### src/hw/conv_config.svh
`ifndef CONV_CONFIG_SVH
`define CONV_CONFIG_SVH

// Greyscale pixel depth in bits.
`define CONV_BIT_DEPTH 8

// Image geometry. The memory holds exactly one image of this size.
`define CONV_IMG_WIDTH  28
`define CONV_IMG_HEIGHT 28

// Enough to address 28 * 28 = 784 pixels.
`define CONV_ADDR_WIDTH 10

`define CONV_COEF_WIDTH 8  // Signed kernel coefficient.

// Nine products of an unsigned 8-bit pixel and a signed 8-bit coefficient
// stay within +/- 2^20, so 21 bits never overflow.
`define CONV_ACC_WIDTH 21

`endif

### src/hw/conv_pkg.sv
`include "conv_config.svh"

package conv_pkg;

    typedef logic [`CONV_BIT_DEPTH-1:0]  pixel_t;
    typedef logic [`CONV_ADDR_WIDTH-1:0] addr_t;  // Row times width plus column.

    typedef logic [$clog2(`CONV_IMG_HEIGHT)-1:0] row_t;
    typedef logic [$clog2(`CONV_IMG_WIDTH)-1:0]  col_t;

    typedef logic signed [`CONV_COEF_WIDTH-1:0] coef_t;
    typedef logic signed [`CONV_ACC_WIDTH-1:0]  acc_t;

    // One column of the window, as read from three adjacent rows.
    typedef struct packed {
        pixel_t top;
        pixel_t mid;
        pixel_t bot;
    } window_col_t;

    typedef struct packed {
        window_col_t left;
        window_col_t centre;
        window_col_t right;
    } window_t;

    // Coefficients named by kernel row and column, row-major.
    typedef struct packed {
        coef_t r0c0;
        coef_t r0c1;
        coef_t r0c2;
        coef_t r1c0;
        coef_t r1c1;
        coef_t r1c2;
        coef_t r2c0;
        coef_t r2c1;
        coef_t r2c2;
    } kernel_t;

    typedef enum logic [1:0] {
        IDLE,
        LOAD,
        SHIFT,
        DONE
    } load_state_t;

endpackage

### src/hw/conv_window_mac.sv
`timescale 1ns/1ps
`include "conv_config.svh"

module conv_window_mac (
    input  logic              clk,
    input  logic              rst,
    input  conv_pkg::window_t window,
    input  logic              win_valid,
    input  conv_pkg::col_t    win_col,
    input  conv_pkg::kernel_t kernel,
    output conv_pkg::acc_t    result,
    output conv_pkg::col_t    result_col,
    output logic              result_valid
);
    import conv_pkg::*;

    // An unsigned pixel needs one extra bit once it is treated as signed.
    localparam int PROD_WIDTH = `CONV_BIT_DEPTH + 1 + `CONV_COEF_WIDTH;

    typedef logic signed [PROD_WIDTH-1:0] prod_t;

    pixel_t pix  [9];
    coef_t  coef [9];
    prod_t  prod [9];
    acc_t   sum;

    // Taps in row-major order, matching the kernel field order.
    assign pix[0] = window.left.top;
    assign pix[1] = window.centre.top;
    assign pix[2] = window.right.top;
    assign pix[3] = window.left.mid;
    assign pix[4] = window.centre.mid;
    assign pix[5] = window.right.mid;
    assign pix[6] = window.left.bot;
    assign pix[7] = window.centre.bot;
    assign pix[8] = window.right.bot;

    assign coef[0] = kernel.r0c0;
    assign coef[1] = kernel.r0c1;
    assign coef[2] = kernel.r0c2;
    assign coef[3] = kernel.r1c0;
    assign coef[4] = kernel.r1c1;
    assign coef[5] = kernel.r1c2;
    assign coef[6] = kernel.r2c0;
    assign coef[7] = kernel.r2c1;
    assign coef[8] = kernel.r2c2;

    always_comb begin
        sum = '0;
        for (int i = 0; i < 9; i++) begin
            prod[i] = $signed({1'b0, pix[i]}) * coef[i];
            sum     = sum + acc_t'(prod[i]);  // Sign-extends each product.
        end
    end

    always_ff @(posedge clk) begin
        if (rst) begin
            result_valid <= 1'b0;
        end else begin
            result_valid <= win_valid;
        end
    end

    // The sum and its column stay put between valid windows.
    always_ff @(posedge clk) begin
        if (win_valid) begin
            result     <= sum;
            result_col <= win_col;
        end
    end

endmodule

### config.mk
export PLATFORM = sky130hd
export DESIGN_NAME = conv_window_mac
export DESIGN_NICKNAME = d
export VERILOG_FILES = /design/src/hw/conv_pkg.sv /design/src/hw/conv_window_mac.sv
export VERILOG_INCLUDE_DIRS = /design/src /design/src/hw
export SDC_FILE = /design/constraint.sdc
export NUM_CORES = 1
export LEC_CHECK = 0
export ABC_CLOCK_PERIOD_IN_PS = 15200
export BUFFER_PORTS_ARGS = -buffer_cell sky130_fd_sc_hd__buf_4
export CORE_ASPECT_RATIO = 0.9
export CORE_MARGIN = 2
export CORE_UTILIZATION = 60
export DETAILED_ROUTE_END_ITERATION = 6
export HOLD_SLACK_MARGIN = 0.1
export PLACE_DENSITY = 0.8
export RECOVER_POWER = 25
export SYNTH_ARGS = -nofsm -noshare
export SYNTH_HDL_FRONTEND = slang
export SYNTH_SLANG_ARGS = --single-unit
### constraint.sdc
create_clock -name clk -period 15.2 [get_ports clk]
set_input_delay 3.04 -clock clk [delete_from_list [all_inputs] [get_ports clk]]
set_output_delay 3.04 -clock clk [all_outputs]
set_load 0.02 [all_outputs]
==> results of run 1 <==
per-stage QoR:
step / utilization [%] / hold slack [ns] / worst slack [ns]
after floorplan: - / 3.11 / 5.09
after global placement: 65.9 / 3.20 / 4.53
after detailed placement: 65.9 / 3.20 / 4.36
after CTS: 66.2 / 2.92 / 4.64
after global routing: 66.2 / 2.93 / 4.14
final: 66.2 / 2.93 / 4.58
worst max-delay path, stage by stage:
cell	delay (ns)
buf_4	0.15
inv_1	0.21
nor2_1	0.11
fa_1	0.53
inv_1	0.05
fa_1	0.53
inv_1	0.05
fa_1	0.52
inv_1	0.08
fa_1	0.54
inv_1	0.05
fa_1	0.49
fa_1	0.46
fa_1	0.44
fa_1	0.54
inv_1	0.05
fa_1	0.47
inv_1	0.05
fa_1	0.44
ha_1	0.38
a21oi_1	0.20
o21ai_0	0.14
or2_2	0.31
o21ai_0	0.41
o21ai_0	0.20
xnor2_1	0.15
worst paths after layout:
check,from,end,slack [ns],depth (start not counted)
worst max-delay path,kernel[31],result[20]$_DFFE_PP_,4.58,26
worst min-delay path,rst,result_valid$_SDFF_PP0_,2.93,2
registers in the layout, summed over array words and instances, names as in the netlist:
register      flops
result_valid      1
result           21
result_col        5
synth_stat cells (2+ instances only):
cell type and count:
and2_1 334, o21a_1 2, edfxtp_1 26, o21bai_1 2
nand2b_1 25, nand3_1 3, nor4_1 2, xnor2_1 17
xor2_1 5, nor2b_1 37, fa_1 574, a21oi_1 10
a21o_1 3, o21ai_0 11, o31a_1 2, nor2_1 24
inv_1 737, nor3_1 2, or4_1 2, nand2_1 179
ha_1 294
kinds of logic (layout without fill, tap and decap cells):
| family | after synthesis | after routing | share of synthesized area [%] |
|---|---|---|---|
| fa+ha+maj | 868 | 868 | 67.3 |
| buf+inv | 738 | 919 | 12.3 |
| simple gates | 613 | 613 | 14.7 |
| compound gates | 43 | 43 | 1.31 |
| flops | 27 | 27 | 3.55 |
| xor+xnor | 22 | 22 | 0.854 |
metal layers:
metal	part of all wire (%)	vias up
met5	0	-
met4	1.2	0
met3	8.2	51
met2	47	597
met1	43	7972
li1	-	6957
final cells by class:
type / instances / area (sq um) / share of cell area (%)
clock buffer: 3 / 75.1 / 0.306
clock inverter: 1 / 7.51 / 0.0306
inverter: 737 / 2770 / 11.3
multi-input combinational: 1546 / 19000 / 77.3
sequential: 27 / 801 / 3.26
tap: 483 / 604 / 2.46
timing repair buffer: 178 / 1330 / 5.42
==> impl_metrics.toml, run 1 <==
[detailed_routing]
router_iterations_before_antenna_repair = 7
viasPerCell = 5.24
route.antenna.remaining_nets = 0
route.detailed.drc = 1
drt-initial-drc-count = 1120
postRouteWirelength_mm = 56.9
vias = 15577
wire_per_inst_um = 19.1

[status]
violations_in_the_final_reports = "design-rule violations"
run_status = "finished with violations"

[critical_path]
setup.worst_path.end_class = "flip-flop"
critical_path_required_ns = 15.20
worst-setup-path-type = "in2reg"
critical_path.max_fanout = 7
timing.critical_path.from_type = "input pin"
critPathArrivalTime_ns = 10.62

[final_layout]
final_layout_size_suffix_gt1_share_pct = 7.46
finalInstanceArea_sq_um = 24600
leading_cell_type_in_the_layout_fill_and_taps_excluded = "inv_1"
num_antenna_cells = 0
layout.filler_cells = 2965
final_nets = 3513
final_cell_mix = "inv_1 (737), fa_1 (574), and2_1 (334), ha_1 (294), nand2_1 (179)"
area_growth_syn_to_layout_pct = 8.94
fin_cells = 2975

[flow_run]
max-cap-violations = 0

[hold_path]
hold_path_class = "in2reg"

[clock_tree]
resize_count_post_cts = 0
cts.clk_slew.worst_paths_ns = 0.06
cts_hold_buf = 0
clk_path_buf_depth = 2
postCtsSetupBuffers = 0
cts_made_buffers = 3
root_buffer = "clkbuf_16"
clock_tree_from_tritoncts = "built"
ctsHtreeMaxLevel = 1
cts_num_sinks = 27

[synth]
fraction_of_registers_with_async_set_reset_pct = 0
post_synth.cell_area_avg_sq_um = 9.76
post_synth_instance_area_sq_um = 22600
synth.top_cell.area_share_pct = 51.0
synth_largest_area_cell = "fa_1"
number_of_instances_in_the_synthesized_netlist = 2311
predominant_post_synthesis_flop_cell = "edfxtp_1"
synth_area_leaders = "fa_1 (51%), ha_1 (16%), inv_1 (12%), and2_1 (9.3%), edfxtp_1 (3.5%)"
seq_area_frac_synth_pct = 3.55
postSynthNetCount = 3331
synth_cell_type_count = 41
post_synth_edffs = 26
synth-warning-count = 0
yosys_register_bits = 27

[sta]
final-hold-violation-count = 0
max_slew.worst_pin.slew_ns = 1.38
grt_setup_unrepaired = "no"
final_period_util_pct = 69.8
setup_violations_final = 0
clock.fmax_ghz = 0.0942
slew_violations = 0
final_layout_setup_total_negative_slack_ns = 0
post-route-min-period_ns = 10.62
timing.slew.headroom_pct = 8.13

[placed_design]
routabilityCongestion = 0.944
placed_cell_area_sq_um = 24500
portBuffers = 178
placedCellCount = 2971
dpl.hpwl_mm = 52.1

[die]
design.die.area_sq_um = 39200
start_util_pct = 60.7
coreArea_sq_um = 37100
num_rows = 67
die_w_um = 208
die_y_um = 188
floorplan.io_pins = 179

[global_route]
initial_antenna_violation_count = 0
globalRouteMet2Util_pct = 51.4
global_route.usage.met1_pct = 45.4
globalRouteMet3Util_pct = 3.58
via_count_of_the_first_global_routing_pass = 17466
grt_pass1_wl_mm = 93.7
grt_overflow = 0
grt.busiest_layer = "met2"
grt_start_max_net_pins = 28
gr-usage-all-layers_pct = 31.0
Power of run 1 is not shown: default switching activity piles up to over one toggle a cycle in this logic, so the estimate is an artifact.
==> run 2: changes to the inputs <==
--- a/config.mk
+++ b/config.mk
@@ -6,14 +6,14 @@
 export SDC_FILE = /design/constraint.sdc
 export NUM_CORES = 1
 export LEC_CHECK = 0
-export ABC_CLOCK_PERIOD_IN_PS = 15200
+export ABC_CLOCK_PERIOD_IN_PS = 8840
 export BUFFER_PORTS_ARGS = -buffer_cell sky130_fd_sc_hd__buf_4
 export CORE_ASPECT_RATIO = 0.9
 export CORE_MARGIN = 2
-export CORE_UTILIZATION = 60
+export CORE_UTILIZATION = 58
 export DETAILED_ROUTE_END_ITERATION = 6
 export HOLD_SLACK_MARGIN = 0.1
-export PLACE_DENSITY = 0.8
+export PLACE_DENSITY = 0.81
 export RECOVER_POWER = 25
 export SYNTH_ARGS = -nofsm -noshare
 export SYNTH_HDL_FRONTEND = slang
==> constraint.sdc (replaced) <==
create_clock -name clk -period 8.84 [get_ports clk]
set_input_delay 1.768 -clock clk [delete_from_list [all_inputs] [get_ports clk]]
set_output_delay 1.768 -clock clk [all_outputs]
set_load 0.02 [all_outputs]
==> run 2 against run 1 <==
Wire length up 3.0%. The run ends with negative setup slack left. Via count up 4.6%. Cell count up 8.8%. Critical endpoint is now result[18]$_DFFE_PP_. First-iteration DRC count down 18%. Worst hold slack worse by 1.3 ns. Die area up 3.4%. Non-clock buffer count up 219. Critical path depth unchanged. Core utilization up 3.1 points. Global-route usage down 0.30 points. Sequential cell count unchanged. Critical path type unchanged. Design area up 8.1%.
==> impl_metrics.toml, run 2 (synthesis results as in run 1) <==
[sta]
timing.hold.ws_ns = 1.66
clock.fmax_ghz = 0.113
post-route-min-period_ns = 8.87
slew_violations = 0
final.setup.worst_slack_ns = -0.0344
timing.slew.headroom_pct = 8.06
final_period_util_pct = 100
max_slew.worst_pin.slew_ns = 1.38
grt_setup_unrepaired = "yes"
final-hold-violation-count = 0
setup_violations_final = 3
final_layout_setup_total_negative_slack_ns = -0.0790

[clock_tree]
cts.clk_slew.worst_paths_ns = 0.06
cts_made_buffers = 3
ctsHtreeMaxLevel = 1
cts_num_sinks = 27
root_buffer = "clkbuf_16"
clock_tree_from_tritoncts = "built"
clk_path_buf_depth = 2
cts_hold_buf = 0

[die]
floorplan.io_pins = 179
die_y_um = 191
coreArea_sq_um = 38400
start_util_pct = 58.8
die_w_um = 212
num_rows = 68
design.die.area_sq_um = 40500

[detailed_routing]
viasPerCell = 5.04
route.detailed.drc = 0
route.antenna.remaining_nets = 0
router_iterations_before_antenna_repair = 5
postRouteWirelength_mm = 58.7
drt-initial-drc-count = 923
vias = 16301
wire_per_inst_um = 18.1

[critical_path]
critPathSlowestCell = "fa_1"
critical_path_buf_inv_count = 8
setup.worst_path.end_class = "flip-flop"
critPathArrivalTime_ns = 8.87
critical_path.max_fanout = 7
timing.critical_path.slowest_cell_delay_ns = 0.57
critPathMostFrequentCell = "fa_1"
timing.critical_path.from_type = "input pin"
critical_path_required_ns = 8.83
worst-setup-path-type = "in2reg"
path_delay_family = "adder cells"

[status]
violations_in_the_final_reports = "negative setup slack"
run_status = "finished with violations"

[final_layout]
final_cell_mix = "inv_1 (725), fa_1 (567), buf_4 (378), and2_1 (327), ha_1 (289)"
final_layout_size_suffix_gt1_share_pct = 16.7
area_growth_syn_to_layout_pct = 17.8
final_nets = 3732
leading_cell_type_in_the_layout_fill_and_taps_excluded = "inv_1"
registers_with_the_most_flip_flops = "result (21), result_col (5), result_valid (1)"
largest-register = "result"
num_antenna_cells = 0
largest_register_ffs = 21

[placed_design]
portBuffers = 178
routabilityCongestion = 0.986
dpl.hpwl_mm = 54.8

[global_route]
grt_start_max_net_pins = 28
gr-usage-all-layers_pct = 30.7
grt_pass1_wl_mm = 94.6
via_count_of_the_first_global_routing_pass = 18231
initial_antenna_violation_count = 1
grt_overflow = 0

[hold_path]
hold_path_class = "in2reg"

[flow_run]
max-cap-violations = 0
## run 2: changes by cell type in the layout (fill, tap and decap cells not counted), sizes merged
cell and delta:
buf +219
## run 2: area by class of cell
class,instances,area (sq um)
sequential,27,801
clock inverter,1,7.51
tap,525,657
multi-input combinational,1546,19200
clock buffer,3,75.1
inverter,737,2770
fill,2888,11800
timing repair buffer,397,3060
## run 2: layer usage
| metal | vias up | wire length (um) | share of wire, % | GRT usage, % |
|---|---|---|---|---|
| li1 | 7396 | - | - | - |
| met1 | 8307 | 25300 | 43 | 43.5 |
| met2 | 519 | 28100 | 48 | 50.9 |
| met3 | 77 | 4140 | 7.1 | 4.73 |
| met4 | 2 | 1060 | 1.8 | 5.42 |
| met5 | - | 13 | 0.022 | 0 |
## run 2: worst paths after layout
path / startpoint / end / cells after the start
setup / recovery: window[33] / result[18]$_DFFE_PP_ / 26
hold / removal: rst / result_valid$_SDFF_PP0_ / 2
## run 2: timing repair
action                                  CTS  global route
pin swaps                                13            54
endpoints found under the setup margin    7            10
setup buffers                             0             5
cloned                                    0             0
gates resized for setup                  14            59
## run 2: through the flow
stage / worst slack [ns] / util [%] / instances / instance area (sq um)
after global routing: -0.235 / 69.2 / 3236 / 26600
final: -0.0344 / 69.2 / 3236 / 26600
after CTS: -0.0347 / 68.6 / 3231 / 26300
after detailed placement: -0.407 / 68.3 / 3227 / 26200
after global placement: -0.318 / 68.3 / 3227 / 26200
after floorplan: 0.00589 / - / 2311 / 22600
Power of run 2 is left out for the same reason.
