`config.mk`:
```
export PLATFORM = sky130hd
export DESIGN_NAME = load_buffer
export DESIGN_NICKNAME = d
export VERILOG_FILES = /design/src/hw/conv_pkg.sv /design/src/hw/load_buffer.sv
export VERILOG_INCLUDE_DIRS = /design/src /design/src/hw
export SDC_FILE = /design/constraint.sdc
export NUM_CORES = 1
export LEC_CHECK = 0
export ABC_AREA = 1
export BUFFER_PORTS_ARGS = -buffer_cell sky130_fd_sc_hd__buf_2
export CORE_MARGIN = 2
export CORE_UTILIZATION = 45
export DETAILED_ROUTE_END_ITERATION = 6
export PLACE_DENSITY = 0.74
export SYNTH_ARGS = -nofsm -noshare
export SYNTH_HDL_FRONTEND = slang
export SYNTH_SLANG_ARGS = --single-unit
```
`constraint.sdc`:
```
create_clock -name clk -period 3.6 [get_ports clk]
set_clock_uncertainty 0.15 [all_clocks]
set_input_delay 0.36 -clock clk [delete_from_list [all_inputs] [get_ports clk]]
set_output_delay 0.36 -clock clk [all_outputs]
set_load 0.02 [all_outputs]
```
`src/hw/conv_config.svh`:
```
`ifndef CONV_CONFIG_SVH
`define CONV_CONFIG_SVH

// Greyscale pixel depth in bits.
`define CONV_BIT_DEPTH 8

// Image geometry. The memory holds exactly one image of this size.
`define CONV_IMG_WIDTH  28
`define CONV_IMG_HEIGHT 28

// Enough to address 28 * 28 = 784 pixels.
`define CONV_ADDR_WIDTH 10

`define CONV_COEF_WIDTH 8  // Signed kernel coefficient.

// Nine products of an unsigned 8-bit pixel and a signed 8-bit coefficient
// stay within +/- 2^20, so 21 bits never overflow.
`define CONV_ACC_WIDTH 21

`endif

```
`src/hw/conv_pkg.sv`:
```
`include "conv_config.svh"

package conv_pkg;

    typedef logic [`CONV_BIT_DEPTH-1:0]  pixel_t;
    typedef logic [`CONV_ADDR_WIDTH-1:0] addr_t;  // Row times width plus column.

    typedef logic [$clog2(`CONV_IMG_HEIGHT)-1:0] row_t;
    typedef logic [$clog2(`CONV_IMG_WIDTH)-1:0]  col_t;

    typedef logic signed [`CONV_COEF_WIDTH-1:0] coef_t;
    typedef logic signed [`CONV_ACC_WIDTH-1:0]  acc_t;

    // One column of the window, as read from three adjacent rows.
    typedef struct packed {
        pixel_t top;
        pixel_t mid;
        pixel_t bot;
    } window_col_t;

    typedef struct packed {
        window_col_t left;
        window_col_t centre;
        window_col_t right;
    } window_t;

    // Coefficients named by kernel row and column, row-major.
    typedef struct packed {
        coef_t r0c0;
        coef_t r0c1;
        coef_t r0c2;
        coef_t r1c0;
        coef_t r1c1;
        coef_t r1c2;
        coef_t r2c0;
        coef_t r2c1;
        coef_t r2c2;
    } kernel_t;

    typedef enum logic [1:0] {
        IDLE,
        LOAD,
        SHIFT,
        DONE
    } load_state_t;

endpackage

```
`src/hw/load_buffer.sv`:
```
`timescale 1ns/1ps
`include "conv_config.svh"

module load_buffer (
    input  logic                  clk,
    input  logic                  rst,
    input  logic                  start,
    input  conv_pkg::row_t        row_num,
    output logic                  rd_en,
    output conv_pkg::addr_t       raddr_top,
    output conv_pkg::addr_t       raddr_mid,
    output conv_pkg::addr_t       raddr_bot,
    input  conv_pkg::window_col_t rdata,
    output conv_pkg::window_t     window,
    output logic                  win_valid,
    output conv_pkg::col_t        win_col,
    output logic                  busy,
    output logic                  done
);
    import conv_pkg::*;

    localparam col_t  LAST_COL   = col_t'(`CONV_IMG_WIDTH - 1);
    localparam addr_t ROW_STRIDE = addr_t'(`CONV_IMG_WIDTH);

    load_state_t state;
    load_state_t next_state;
    addr_t       base_addr;   // First pixel of the top row.
    col_t        rd_col;      // Column read in the current cycle.
    logic        rd_valid;    // rdata holds a column returned on the last edge.
    col_t        shift_cnt;   // Columns of this run that came back before the one in rdata.
    window_col_t centre_col;
    window_col_t left_col;

    assign base_addr = addr_t'(row_num) * ROW_STRIDE;

    always_ff @(posedge clk) begin
        if (rst) begin
            state <= IDLE;
        end else begin
            state <= next_state;
        end
    end

    always_comb begin
        next_state = state;
        case (state)
            IDLE: begin
                if (start) begin
                    next_state = LOAD;
                end
            end
            LOAD: begin
                if (rd_col == LAST_COL) begin
                    next_state = SHIFT;
                end
            end
            SHIFT:   next_state = DONE;  // The last read comes back here.
            DONE:    next_state = IDLE;
            default: next_state = IDLE;
        endcase
    end

    assign rd_en = (state == LOAD);
    assign busy  = (state != IDLE);

    // Row addresses are set only from IDLE, so a late start cannot move them.
    always_ff @(posedge clk) begin
        if (rst) begin
            raddr_top <= '0;
            raddr_mid <= '0;
            raddr_bot <= '0;
            rd_col    <= '0;
        end else if (state == IDLE && start) begin
            raddr_top <= base_addr;
            raddr_mid <= base_addr + ROW_STRIDE;
            raddr_bot <= base_addr + ROW_STRIDE + ROW_STRIDE;
            rd_col    <= '0;
        end else if (rd_en) begin
            raddr_top <= raddr_top + 1'b1;
            raddr_mid <= raddr_mid + 1'b1;
            raddr_bot <= raddr_bot + 1'b1;
            rd_col    <= rd_col + 1'b1;
        end
    end

    // Memory data lags the read by one edge.
    always_ff @(posedge clk) begin
        if (rst) begin
            rd_valid <= 1'b0;
        end else begin
            rd_valid <= rd_en;
        end
    end

    // The right column is the memory register itself. Each returned column
    // moves on into centre and then left.
    always_ff @(posedge clk) begin
        if (rst) begin
            centre_col <= '0;
            left_col   <= '0;
        end else if (rd_valid) begin
            centre_col <= rdata;
            left_col   <= centre_col;
        end
    end

    assign window.left   = left_col;
    assign window.centre = centre_col;
    assign window.right  = rdata;

    // Two columns must already be in place before the window is full.
    assign win_valid = rd_valid && (shift_cnt >= col_t'(2));

    always_ff @(posedge clk) begin
        if (rst) begin
            shift_cnt <= '0;
            win_col   <= '0;
        end else if (state == IDLE && start) begin
            shift_cnt <= '0;
            win_col   <= '0;
        end else begin
            if (rd_valid) begin
                shift_cnt <= shift_cnt + 1'b1;
            end
            if (win_valid) begin
                win_col <= win_col + 1'b1;  // Tracks shift_cnt minus two.
            end
        end
    end

    // done lands one cycle after DONE, right behind the last MAC result.
    always_ff @(posedge clk) begin
        if (rst) begin
            done <= 1'b0;
        end else begin
            done <= (state == DONE);
        end
    end

endmodule

```
==> impl_metrics.env, run 1 <==
export IMPL_track_usage_pct=19.1
export IMPL_drt_pass1_iter_count=4
export IMPL_cpMaxStageDelayCell="fa_1"
export IMPL_finalSetupTns_ps=0
export IMPL_seq_area_frac_synth_pct=39.2
export IMPL_power_total_w=0.00402
export IMPL_postCtsHoldBufs=0
export IMPL_grt_pass1_vias=3907
export IMPL_p_comb_share_pct=42.7
export IMPL_die_area_um2=11900
export IMPL_synthTopCellsByArea="dfxtp_1, nor2_1, nand2_1, o21ai_0, ha_1"
export IMPL_row_count=38
export IMPL_r2r_end="raddr_bot[9]"
export IMPL_vdd_drop_max_v=0.000269
export IMPL_max_freq_mhz=392
export IMPL_leakage_nw=2.92
export IMPL_antenna_found_initial=0
export IMPL_worst_path_largest_cell_delay_ps=560
export IMPL_crit_path_frequent_cell="nand2_1"
export IMPL_power_share_clock_pct=18.7
export IMPL_status="complete, no violations"
export IMPL_cts_buffers_inserted=9
export IMPL_setup_violations=0
export IMPL_viasPerCell=4.86
export IMPL_hold_viol=0
export IMPL_utilization_pct=53.7
export IMPL_overflow=0
export IMPL_pre_cts_slack_ps=641
export IMPL_finish_net_count=848
export IMPL_vias=4545
export IMPL_synth_top_area_share_pct=39.2
export IMPL_drv_slew=0
export IMPL_drt_initial_drc_count=346
export IMPL_port_buffers=142
export IMPL_cts_resized=0
export IMPL_finalCriticalPeriod_ps=2550
export IMPL_switchingPower_w=0.00177
export IMPL_htreeDepth=3
export IMPL_cts_sinks=97
export IMPL_maxCapViolCount=0
export IMPL_min_to="window[42]"
export IMPL_yosysTopAreaCell="dfxtp_1"
export IMPL_p_per_area_nw_per_um2=693
export IMPL_power_frac_seq_pct=38.5
export IMPL_drc=0
export IMPL_area_delta_synth_final_pct=16.9
export IMPL_drive_gt1_share_pct=24.0
export IMPL_relSlewSlack_pct=46.6
export IMPL_antenna_cells=0
export IMPL_crit_type="in2reg"
export IMPL_postCtsSetupBuffers=0
export IMPL_p_int_w=0.00224
export IMPL_required_ps=3720
export IMPL_crit_chain="buf_2 -> fa_1 -> ha_1 -> fa_1 -> nand3b_1 -> nand2_2 -> inv_2 -> nand2_1 -> nor2_2 -> inv_1 -> nor2_1 -> nand2_1 -> nand2_1 -> nand3_1 -> nand2_1 -> inv_1"
export IMPL_r2r_start="state[0]"
export IMPL_clk_pin_slew_ps=110
export IMPL_reg2reg_depth=12
export IMPL_path_delay_family="adder cells"
export IMPL_drtAntennaViolNets=0
export IMPL_start_util_pct=46.0
export IMPL_yosys_most_used_dff="dfxtp_1"
export IMPL_yosys_warnings=0
export IMPL_ys_seq_elements=97
export IMPL_r2r_slack_ps=1390
export IMPL_finalCritPeriodShare_pct=70.9
export IMPL_min_from="rdata[18]"
export IMPL_clock_path_buffers=2
export IMPL_rsz0062_at_grt="no"
export IMPL_io_pins=143
export IMPL_cp_max_fo=5
export IMPL_grt_pass1_wl_mm=18.1
export IMPL_critPathLaunchType="primary input"
export IMPL_yosysUniqueCellTypes=38
export IMPL_die_h_um=109
export IMPL_synth_area_um2=4960
export IMPL_synth_fp_nets=741
export IMPL_end_kind="flip-flop"
export IMPL_critPathBufInv=4
export IMPL_arrival_ps=2670
export IMPL_hp_class="in2reg"
export IMPL_synth_edf_count=0
export IMPL_tightestPinTransition_ps=800
export IMPL_async_flop_share_pct=0
export IMPL_grt_start_max_net_pins=51
export IMPL_wire_per_inst_um=12.3
export IMPL_core_um2=10800
export IMPL_place_congestion=0.823
export IMPL_layout_setup_ws_ps=1050
export IMPL_cts_root_buf="clkbuf_8"
export IMPL_swShare_pct=44.1
export IMPL_hold_ws_ps=69.3
export IMPL_holdPathStages=3
export IMPL_cts_tree="yes"
export IMPL_dp_hpwl_mm=8.29
export IMPL_fp_dieW_um=109
export IMPL_finalWirelength_mm=11.5
export IMPL_synthCells=683
export IMPL_syn_avg_cell_area_um2=7.26
export IMPL_clk_insertion_delay_late_ps=370
==> through the flow <==
stage | instances | area, um^2
floorplan | 683 | 4960
global placement | 919 | 5590
detailed placement | 919 | 5590
finish | 935 | 5800
global route | 935 | 5800
CTS | 935 | 5800
==> how the worst max path moves through the flow <==
| stage | to | cells past startpoint | start |
|---|---|---|---|
| after global placement | raddr_bot[9] | 16 | row_num[0] |
| final | raddr_bot[9] | 16 | row_num[0] |
| after CTS | raddr_bot[9] | 16 | row_num[0] |
| after global routing | raddr_bot[8] | 16 | row_num[0] |
| after floorplan | raddr_bot[9] | 15 | row_num[0] |
| after detailed placement | raddr_bot[9] | 16 | row_num[0] |
==> worst register-to-register path, stage by stage (launching register included) <==
cell     delay [ps]
dfxtp_1         400
inv_1           110
ha_1            230
nand2_1         100
inv_2           140
nor2_2          380
inv_1           190
a21oi_1         150
o21ai_0          90
nand2_1          60
inv_1            40
nand2_1          50
inv_1            30
==> layout by cell type, fill, tap and decap left out, drive strengths merged, types with 2 or more instances in the layout <==
| master | n |
|---|---|
| dfxtp | 97 |
| inv | 65 |
| nand3 | 39 |
| xnor2 | 10 |
| nor2 | 140 |
| ha | 21 |
| fa | 5 |
| a211oi | 5 |
| a31oi | 4 |
| or2 | 4 |
| clkbuf | 10 |
| o22ai | 2 |
| buf | 147 |
| xor2 | 10 |
| nor3 | 15 |
| o21ai | 69 |
| clkinvlp | 2 |
| nand2 | 101 |
| a21oi | 33 |
| nor3b | 4 |
==> flip-flops by register name, summed over array words and instances (netlist names) <==
signal	count
win_col	5
raddr_top	10
raddr_bot	10
shift_cnt	5
state	2
window	48
raddr_mid	10
rd_valid	1
rd_col	5
done	1
==> cells in the mapped netlist (5+ instances only) <==
| cell type | number |
|---|---|
| nor2_1 | 134 |
| dfxtp_1 | 97 |
| nand2_1 | 95 |
| o21ai_0 | 69 |
| inv_1 | 56 |
| nand3_1 | 37 |
| a21oi_1 | 32 |
| buf_4 | 24 |
| ha_1 | 21 |
| clkbuf_1 | 17 |
| nor3_1 | 15 |
| xor2_1 | 10 |
| xnor2_1 | 9 |
| buf_2 | 7 |
| inv_2 | 7 |
| nand2_2 | 6 |
| nor2_2 | 6 |
| a211oi_1 | 5 |
| fa_1 | 5 |
==> area by class of cell <==
cell class,count,area (um^2)
Tap cell,140,175
Clock inverter,6,73.8
Timing Repair Buffer,147,748
Inverter,63,236
Clock buffer,10,138
Multi-Input combinational cell,472,2480
Fill cell,1079,5000
Sequential cell,97,1940
==> cells by family after synthesis <==
family | synth area share, %
AOI/OAI and AO/OA | 12.9
adders and majority gates | 7.32
xor gates and xnor gates | 3.68
and+or+nand+nor | 26.1
DFF | 39.2
buffers and inverters | 10.8
==> power by group through the flow <==
| stage | Combinational [W] | Clock [W] | Sequential, W |
|---|---|---|---|
| global placement | 0.00171 | 0 | 0.00156 |
| CTS | 0.00173 | 0.000772 | 0.00155 |
| detailed placement | 0.00172 | 0 | 0.00157 |
| finish | 0.00172 | 0.000753 | 0.00155 |
| floorplan | 0.000945 | 0 | 0.00183 |
| global route | 0.00190 | 0.000818 | 0.00159 |
==> per-layer routing <==
layer / GRT usage, % / vias up / wire (um)
met5: 0 / - / 0
met4: 7.51 / 0 / 225
met3: 3.47 / 18 / 487
met2: 31.9 / 92 / 5520
met1: 24.3 / 2043 / 5310
li1: - / 2392 / -
No activity file was read; power rests on OpenSTA's default activity.
==> run 2, diff against run 1 <==
PLACE_DENSITY = 0.77   (was 0.74)
clock period = 2.3 ns   (was 3.6 ns; I/O delays follow)
==> impl_metrics.env, run 2 (synthesized netlist as in run 1, its figures left out) <==
export IMPL_start_util_pct=46.0
export IMPL_drt_pass1_iter_count=7
export IMPL_hold_viol=0
export IMPL_power_total_w=0.00670
export IMPL_vdd_drop_max_v=0.000433
export IMPL_clk_pin_slew_ps=100
export IMPL_leakage_nw=3.15
export IMPL_fill_cells=977
export IMPL_drc=0
export IMPL_setup_violations=0
export IMPL_final_cell_mix="buf_2, nor2_1, dfxtp_1, nand2_1, o21ai_0"
export IMPL_finalWirelength_mm=12.3
export IMPL_clock_path_buffers=2
export IMPL_place_congestion=0.844
export IMPL_drtAntennaViolNets=0
export IMPL_cts_tree="yes"
export IMPL_vias=4791
export IMPL_cts_buffers_inserted=9
export IMPL_grt_use_met2_pct=33.1
export IMPL_drt_initial_drc_count=330
export IMPL_final_common_cell="buf_2"
export IMPL_grtUsageMet1_pct=26.6
export IMPL_area_delta_synth_final_pct=27.4
export IMPL_regArea_um2=1940
export IMPL_tightestPinTransition_ps=822
export IMPL_drive_gt1_share_pct=27.2
export IMPL_clk_insertion_delay_late_ps=360
export IMPL_use_met3_pct=3.71
export IMPL_die_h_um=109
export IMPL_io_pins=143
export IMPL_core_um2=10800
export IMPL_drv_slew=0
export IMPL_grt_start_max_net_pins=51
export IMPL_track_usage_pct=20.3
export IMPL_multi_input_area_um2=2570
export IMPL_hold_ws_ps=112
export IMPL_dp_hpwl_mm=8.59
export IMPL_utilization_pct=58.6
export IMPL_status="complete, no violations"
export IMPL_fp_dieW_um=109
export IMPL_cts_root_buf="clkbuf_8"
export IMPL_end_kind="flip-flop"
export IMPL_overflow=0
export IMPL_port_buffers=142
export IMPL_row_count=38
export IMPL_die_area_um2=11900
export IMPL_cts_sinks=97
export IMPL_finalCriticalPeriod_ps=2290
export IMPL_relSlewSlack_pct=45.1
export IMPL_grt_pass1_vias=4147
export IMPL_antenna_cells=0
export IMPL_antenna_found_initial=0
export IMPL_hp_class="in2reg"
export IMPL_finish_net_count=893
export IMPL_max_freq_mhz=437
export IMPL_viasPerCell=4.89
export IMPL_arrival_ps=2400
export IMPL_maxCapViolCount=0
export IMPL_crit_type="in2reg"
export IMPL_finalCritPeriodShare_pct=99.5
export IMPL_wire_per_inst_um=12.6
export IMPL_grt_pass1_wl_mm=19.3
export IMPL_p_per_area_nw_per_um2=1060
export IMPL_required_ps=2410
export IMPL_critPathLaunchType="primary input"
export IMPL_finalSetupTns_ps=0
export IMPL_cp_max_fo=4
export IMPL_htreeDepth=3
export IMPL_busiest_layer="met2"
export IMPL_rsz0062_at_grt="yes"
export IMPL_largest_reg_flops=48
-- run 2: cell types whose count changed in the layout (fill, tap and decap cells not counted), sizes merged --
cell	previous run	this run
dlygate4sd3	0	24
buf	147	168
bufinv	1	3
clkbuf	10	9
clkinvlp	2	1
inv	65	64
-- run 2: metrics by stage --
step / std cells / instance area [um^2] / setup WS [ps]
finish: 979 / 6320 / 11.6
global route: 979 / 6320 / -183
CTS: 978 / 6230 / -20.6
detailed placement: 939 / 5740 / -414
global placement: 939 / 5740 / -377
floorplan: 683 / 4970 / -189
-- run 2: what timing repair did --
item / CTS / global route
resized for setup: 1 / 24
endpoints found under the hold margin: 24 / 0
pin swaps: 0 / 6
hold buffers: 24 / 0
buffers inserted: 0 / 2
setup endpoints to repair: 3 / 9
-- run 2: cell type report --
type	instances	area share [%]
timing repair buffer	192	18.4
tap	140	2.77
sequential	97	30.7
multi-input combinational	472	40.6
clock buffer	9	1.96
clock inverter	6	1.82
inverter	63	3.74
-- run 2: metal layers --
| layer | part of all wire, % | vias up |
|---|---|---|
| met3 | 4.5 | 21 |
| met5 | 0 | - |
| li1 | - | 2477 |
| met2 | 48 | 117 |
| met4 | 2.1 | 0 |
| met1 | 45 | 2176 |
-- run 2: final timing paths --
check	slack (ps)	depth (start not counted)	start	end
setup / recovery	10	14	row_num[1]	raddr_bot[8]
hold / removal	110	3	rst	raddr_mid[1]
setup reg to reg	330	7	state[1]	state[0]
hold reg to reg	330	2	rd_col[4]	rd_col[4]
-- run 2: critical path: stages --
cell	delay (ps)
buf_4	130
fa_1	450
ha_2	200
fa_2	560
nand3b_1	150
nand3_1	110
nor2_2	130
inv_1	60
nor2_1	100
nand2_1	60
nand3_1	70
nand3_1	70
nand2_1	60
inv_1	40
-- run 2: power by group --
group / internal, W / switching, W
registers: 0.00209 / 0.000345
clock network: 0.000722 / 0.000598
logic: 0.00104 / 0.00190
total: 0.00385 / 0.00284
==> run 3, diff against run 2 <==
CORE_UTILIZATION = 47   (was 45)
PLACE_DENSITY = 0.79   (was 0.77)
==> impl_metrics.env, run 3 (synthesized netlist as in run 1, its figures left out) <==
export IMPL_utilization_pct=60.7
export IMPL_maxCapViolCount=0
export IMPL_finish_net_count=892
export IMPL_layout_setup_ws_ps=-1.53
export IMPL_area_delta_synth_final_pct=25.8
export IMPL_drive_gt1_share_pct=26.5
export IMPL_r2r_start="state[1]"
export IMPL_drt_initial_drc_count=349
export IMPL_cp_max_fo=4
export IMPL_row_count=37
export IMPL_viasPerCell=4.93
export IMPL_r2r_end="raddr_top[8]"
export IMPL_wire_per_inst_um=12.5
export IMPL_setup_violations=1
export IMPL_vias=4802
export IMPL_track_usage_pct=21.3
export IMPL_regArea_um2=1940
export IMPL_die_h_um=107
export IMPL_clock_path_buffers=2
export IMPL_cts_sinks=97
export IMPL_drt_pass1_iter_count=5
export IMPL_crit_type="in2reg"
export IMPL_start_util_pct=48.3
export IMPL_power_total_w=0.00642
export IMPL_hold_viol=0
export IMPL_status="finished, violations left"
export IMPL_critPathCapture="raddr_bot[9]"
export IMPL_max_freq_mhz=434
export IMPL_finalCriticalPeriod_ps=2300
export IMPL_rsz0062_at_grt="yes"
export IMPL_relSlewSlack_pct=60.9
export IMPL_port_buffers=142
export IMPL_cts_tree="yes"
export IMPL_finalWirelength_mm=12.2
export IMPL_fp_dieW_um=107
export IMPL_htreeDepth=3
export IMPL_grt_pass1_wl_mm=19.8
export IMPL_io_pins=143
export IMPL_clk_pin_slew_ps=80
export IMPL_crit_chain="buf_6 -> fa_1 -> ha_2 -> fa_2 -> nand3b_1 -> nand2_2 -> inv_2 -> nand2_2 -> nor2_2 -> inv_1 -> nor2_2 -> nand2_1 -> nand2_1 -> nand3_1 -> nand2_1 -> inv_1"
export IMPL_antenna_found_initial=0
export IMPL_reg2reg_depth=9
export IMPL_switchingPower_w=0.00278
export IMPL_leakage_nw=3.13
export IMPL_hp_class="in2reg"
export IMPL_final_cell_mix="buf_2, nor2_1, dfxtp_1, nand2_1, o21ai_0"
export IMPL_drc=0
export IMPL_p_comb_share_pct=45.1
export IMPL_dp_hpwl_mm=8.56
export IMPL_final_common_cell="buf_2"
export IMPL_clk_insertion_delay_late_ps=350
export IMPL_crit_path_frequent_cell="nand2_1"
export IMPL_required_ps=2400
export IMPL_multi_input_area_um2=2520
export IMPL_drv_slew=0
export IMPL_place_congestion=0.870
export IMPL_power_share_clock_pct=17.1
export IMPL_cts_buffers_inserted=9
export IMPL_antenna_cells=0
export IMPL_startpoint="row_num[0]"
export IMPL_p_int_w=0.00365
export IMPL_critPathLaunchType="primary input"
export IMPL_largest_reg_flops=48
export IMPL_finalCritPeriodShare_pct=100
export IMPL_cpMaxStageDelayCell="fa_2"
export IMPL_overflow=0
export IMPL_swShare_pct=43.2
export IMPL_cts_root_buf="clkbuf_8"
export IMPL_arrival_ps=2410
export IMPL_grt_pass1_vias=4348
export IMPL_violations="setup timing"
export IMPL_tightestPinTransition_ps=586
export IMPL_r2r_slack_ps=380
export IMPL_end_kind="flip-flop"
export IMPL_fill_cells=948
export IMPL_worst_path_largest_cell_delay_ps=570
export IMPL_die_area_um2=11400
export IMPL_grt_start_max_net_pins=53
export IMPL_vdd_drop_max_v=0.000476
export IMPL_drtAntennaViolNets=0
export IMPL_core_um2=10300
export IMPL_p_per_area_nw_per_um2=1030
export IMPL_power_frac_seq_pct=37.8
[run 3: changes by cell type in the layout (fill, tap and decap cells not counted), moves of 2 or more]
cell,change
buf_4,-4
buf_6,+2
bufinv_16,-2
clkinv_2,+3
nor2_1,+2
nor2_4,-2
o21ai_0,+2
o21ai_1,-2
[run 3: per-layer routing]
layer / up-vias / GRT usage, % / wire length (um)
li1: 2470 / - / -
met1: 2165 / 27.1 / 5380
met2: 139 / 35.9 / 5910
met3: 28 / 3.95 / 532
met4: 0 / 8.35 / 327
met5: - / 0 / 0
[run 3: final cells by class]
class,instances,share of cell area [%]
well taps,136,2.73
clock inverters,5,0.862
inverters,63,3.79
clock buffers,11,2.27
flip-flops and latches,97,31.1
multi-input cells,472,40.4
repair buffers,191,18.8
[run 3: how the worst min path moves through the flow]
| stage | start | to | slack [ps] | depth (start not counted) |
|---|---|---|---|---|
| after floorplan | rst | raddr_mid[6] | 160 | 1 |
| after global placement | rd_col[4] | rd_col[4] | 310 | 2 |
| after detailed placement | rd_col[4] | rd_col[4] | 310 | 2 |
| after CTS | rst | done | 90 | 2 |
| after global routing | rst | done | 90 | 2 |
| final | rst | done | 100 | 2 |
[run 3: stage by stage]
stage | instances | hold WS [ps] | setup slack (ps) | instance area [um^2] | setup TNS [ps]
3_3_place_gp | 934 | 307 | -341 | 5740 | -2630
6_report | 975 | 102 | -1.53 | 6240 | -1.53
5_1_grt | 975 | 90.3 | -160 | 6240 | -471
2_1_floorplan | 683 | 158 | -189 | 4970 | -525
3_5_place_dp | 934 | 308 | -417 | 5740 | -3430
4_1_cts | 974 | 86.4 | -24.4 | 6180 | -37.8
[run 3: what timing repair did]
item                                    in CTS  in global routing
hold buffers                                24                  0
buffers inserted                             0                  1
gates resized for setup                      1                 16
pin swaps                                    0                  0
endpoints found under the setup margin       2                  6
hold endpoints to repair                    24                  0
[run 3: power by group through the flow]
stage               sequential, W  combinational, W  clock [W]
CTS                       0.00242           0.00285    0.00113
global placement          0.00245           0.00277          0
finish                    0.00243           0.00290    0.00110
floorplan                 0.00286           0.00149          0
global route              0.00248           0.00320    0.00120
detailed placement        0.00245           0.00280          0
[run 3: critical path, delay by kind of cell]
family,cells,cell delay [ps]
adders and majority gates,3,1250
and+or+nand+nor,9,710
buffers and inverters,4,230
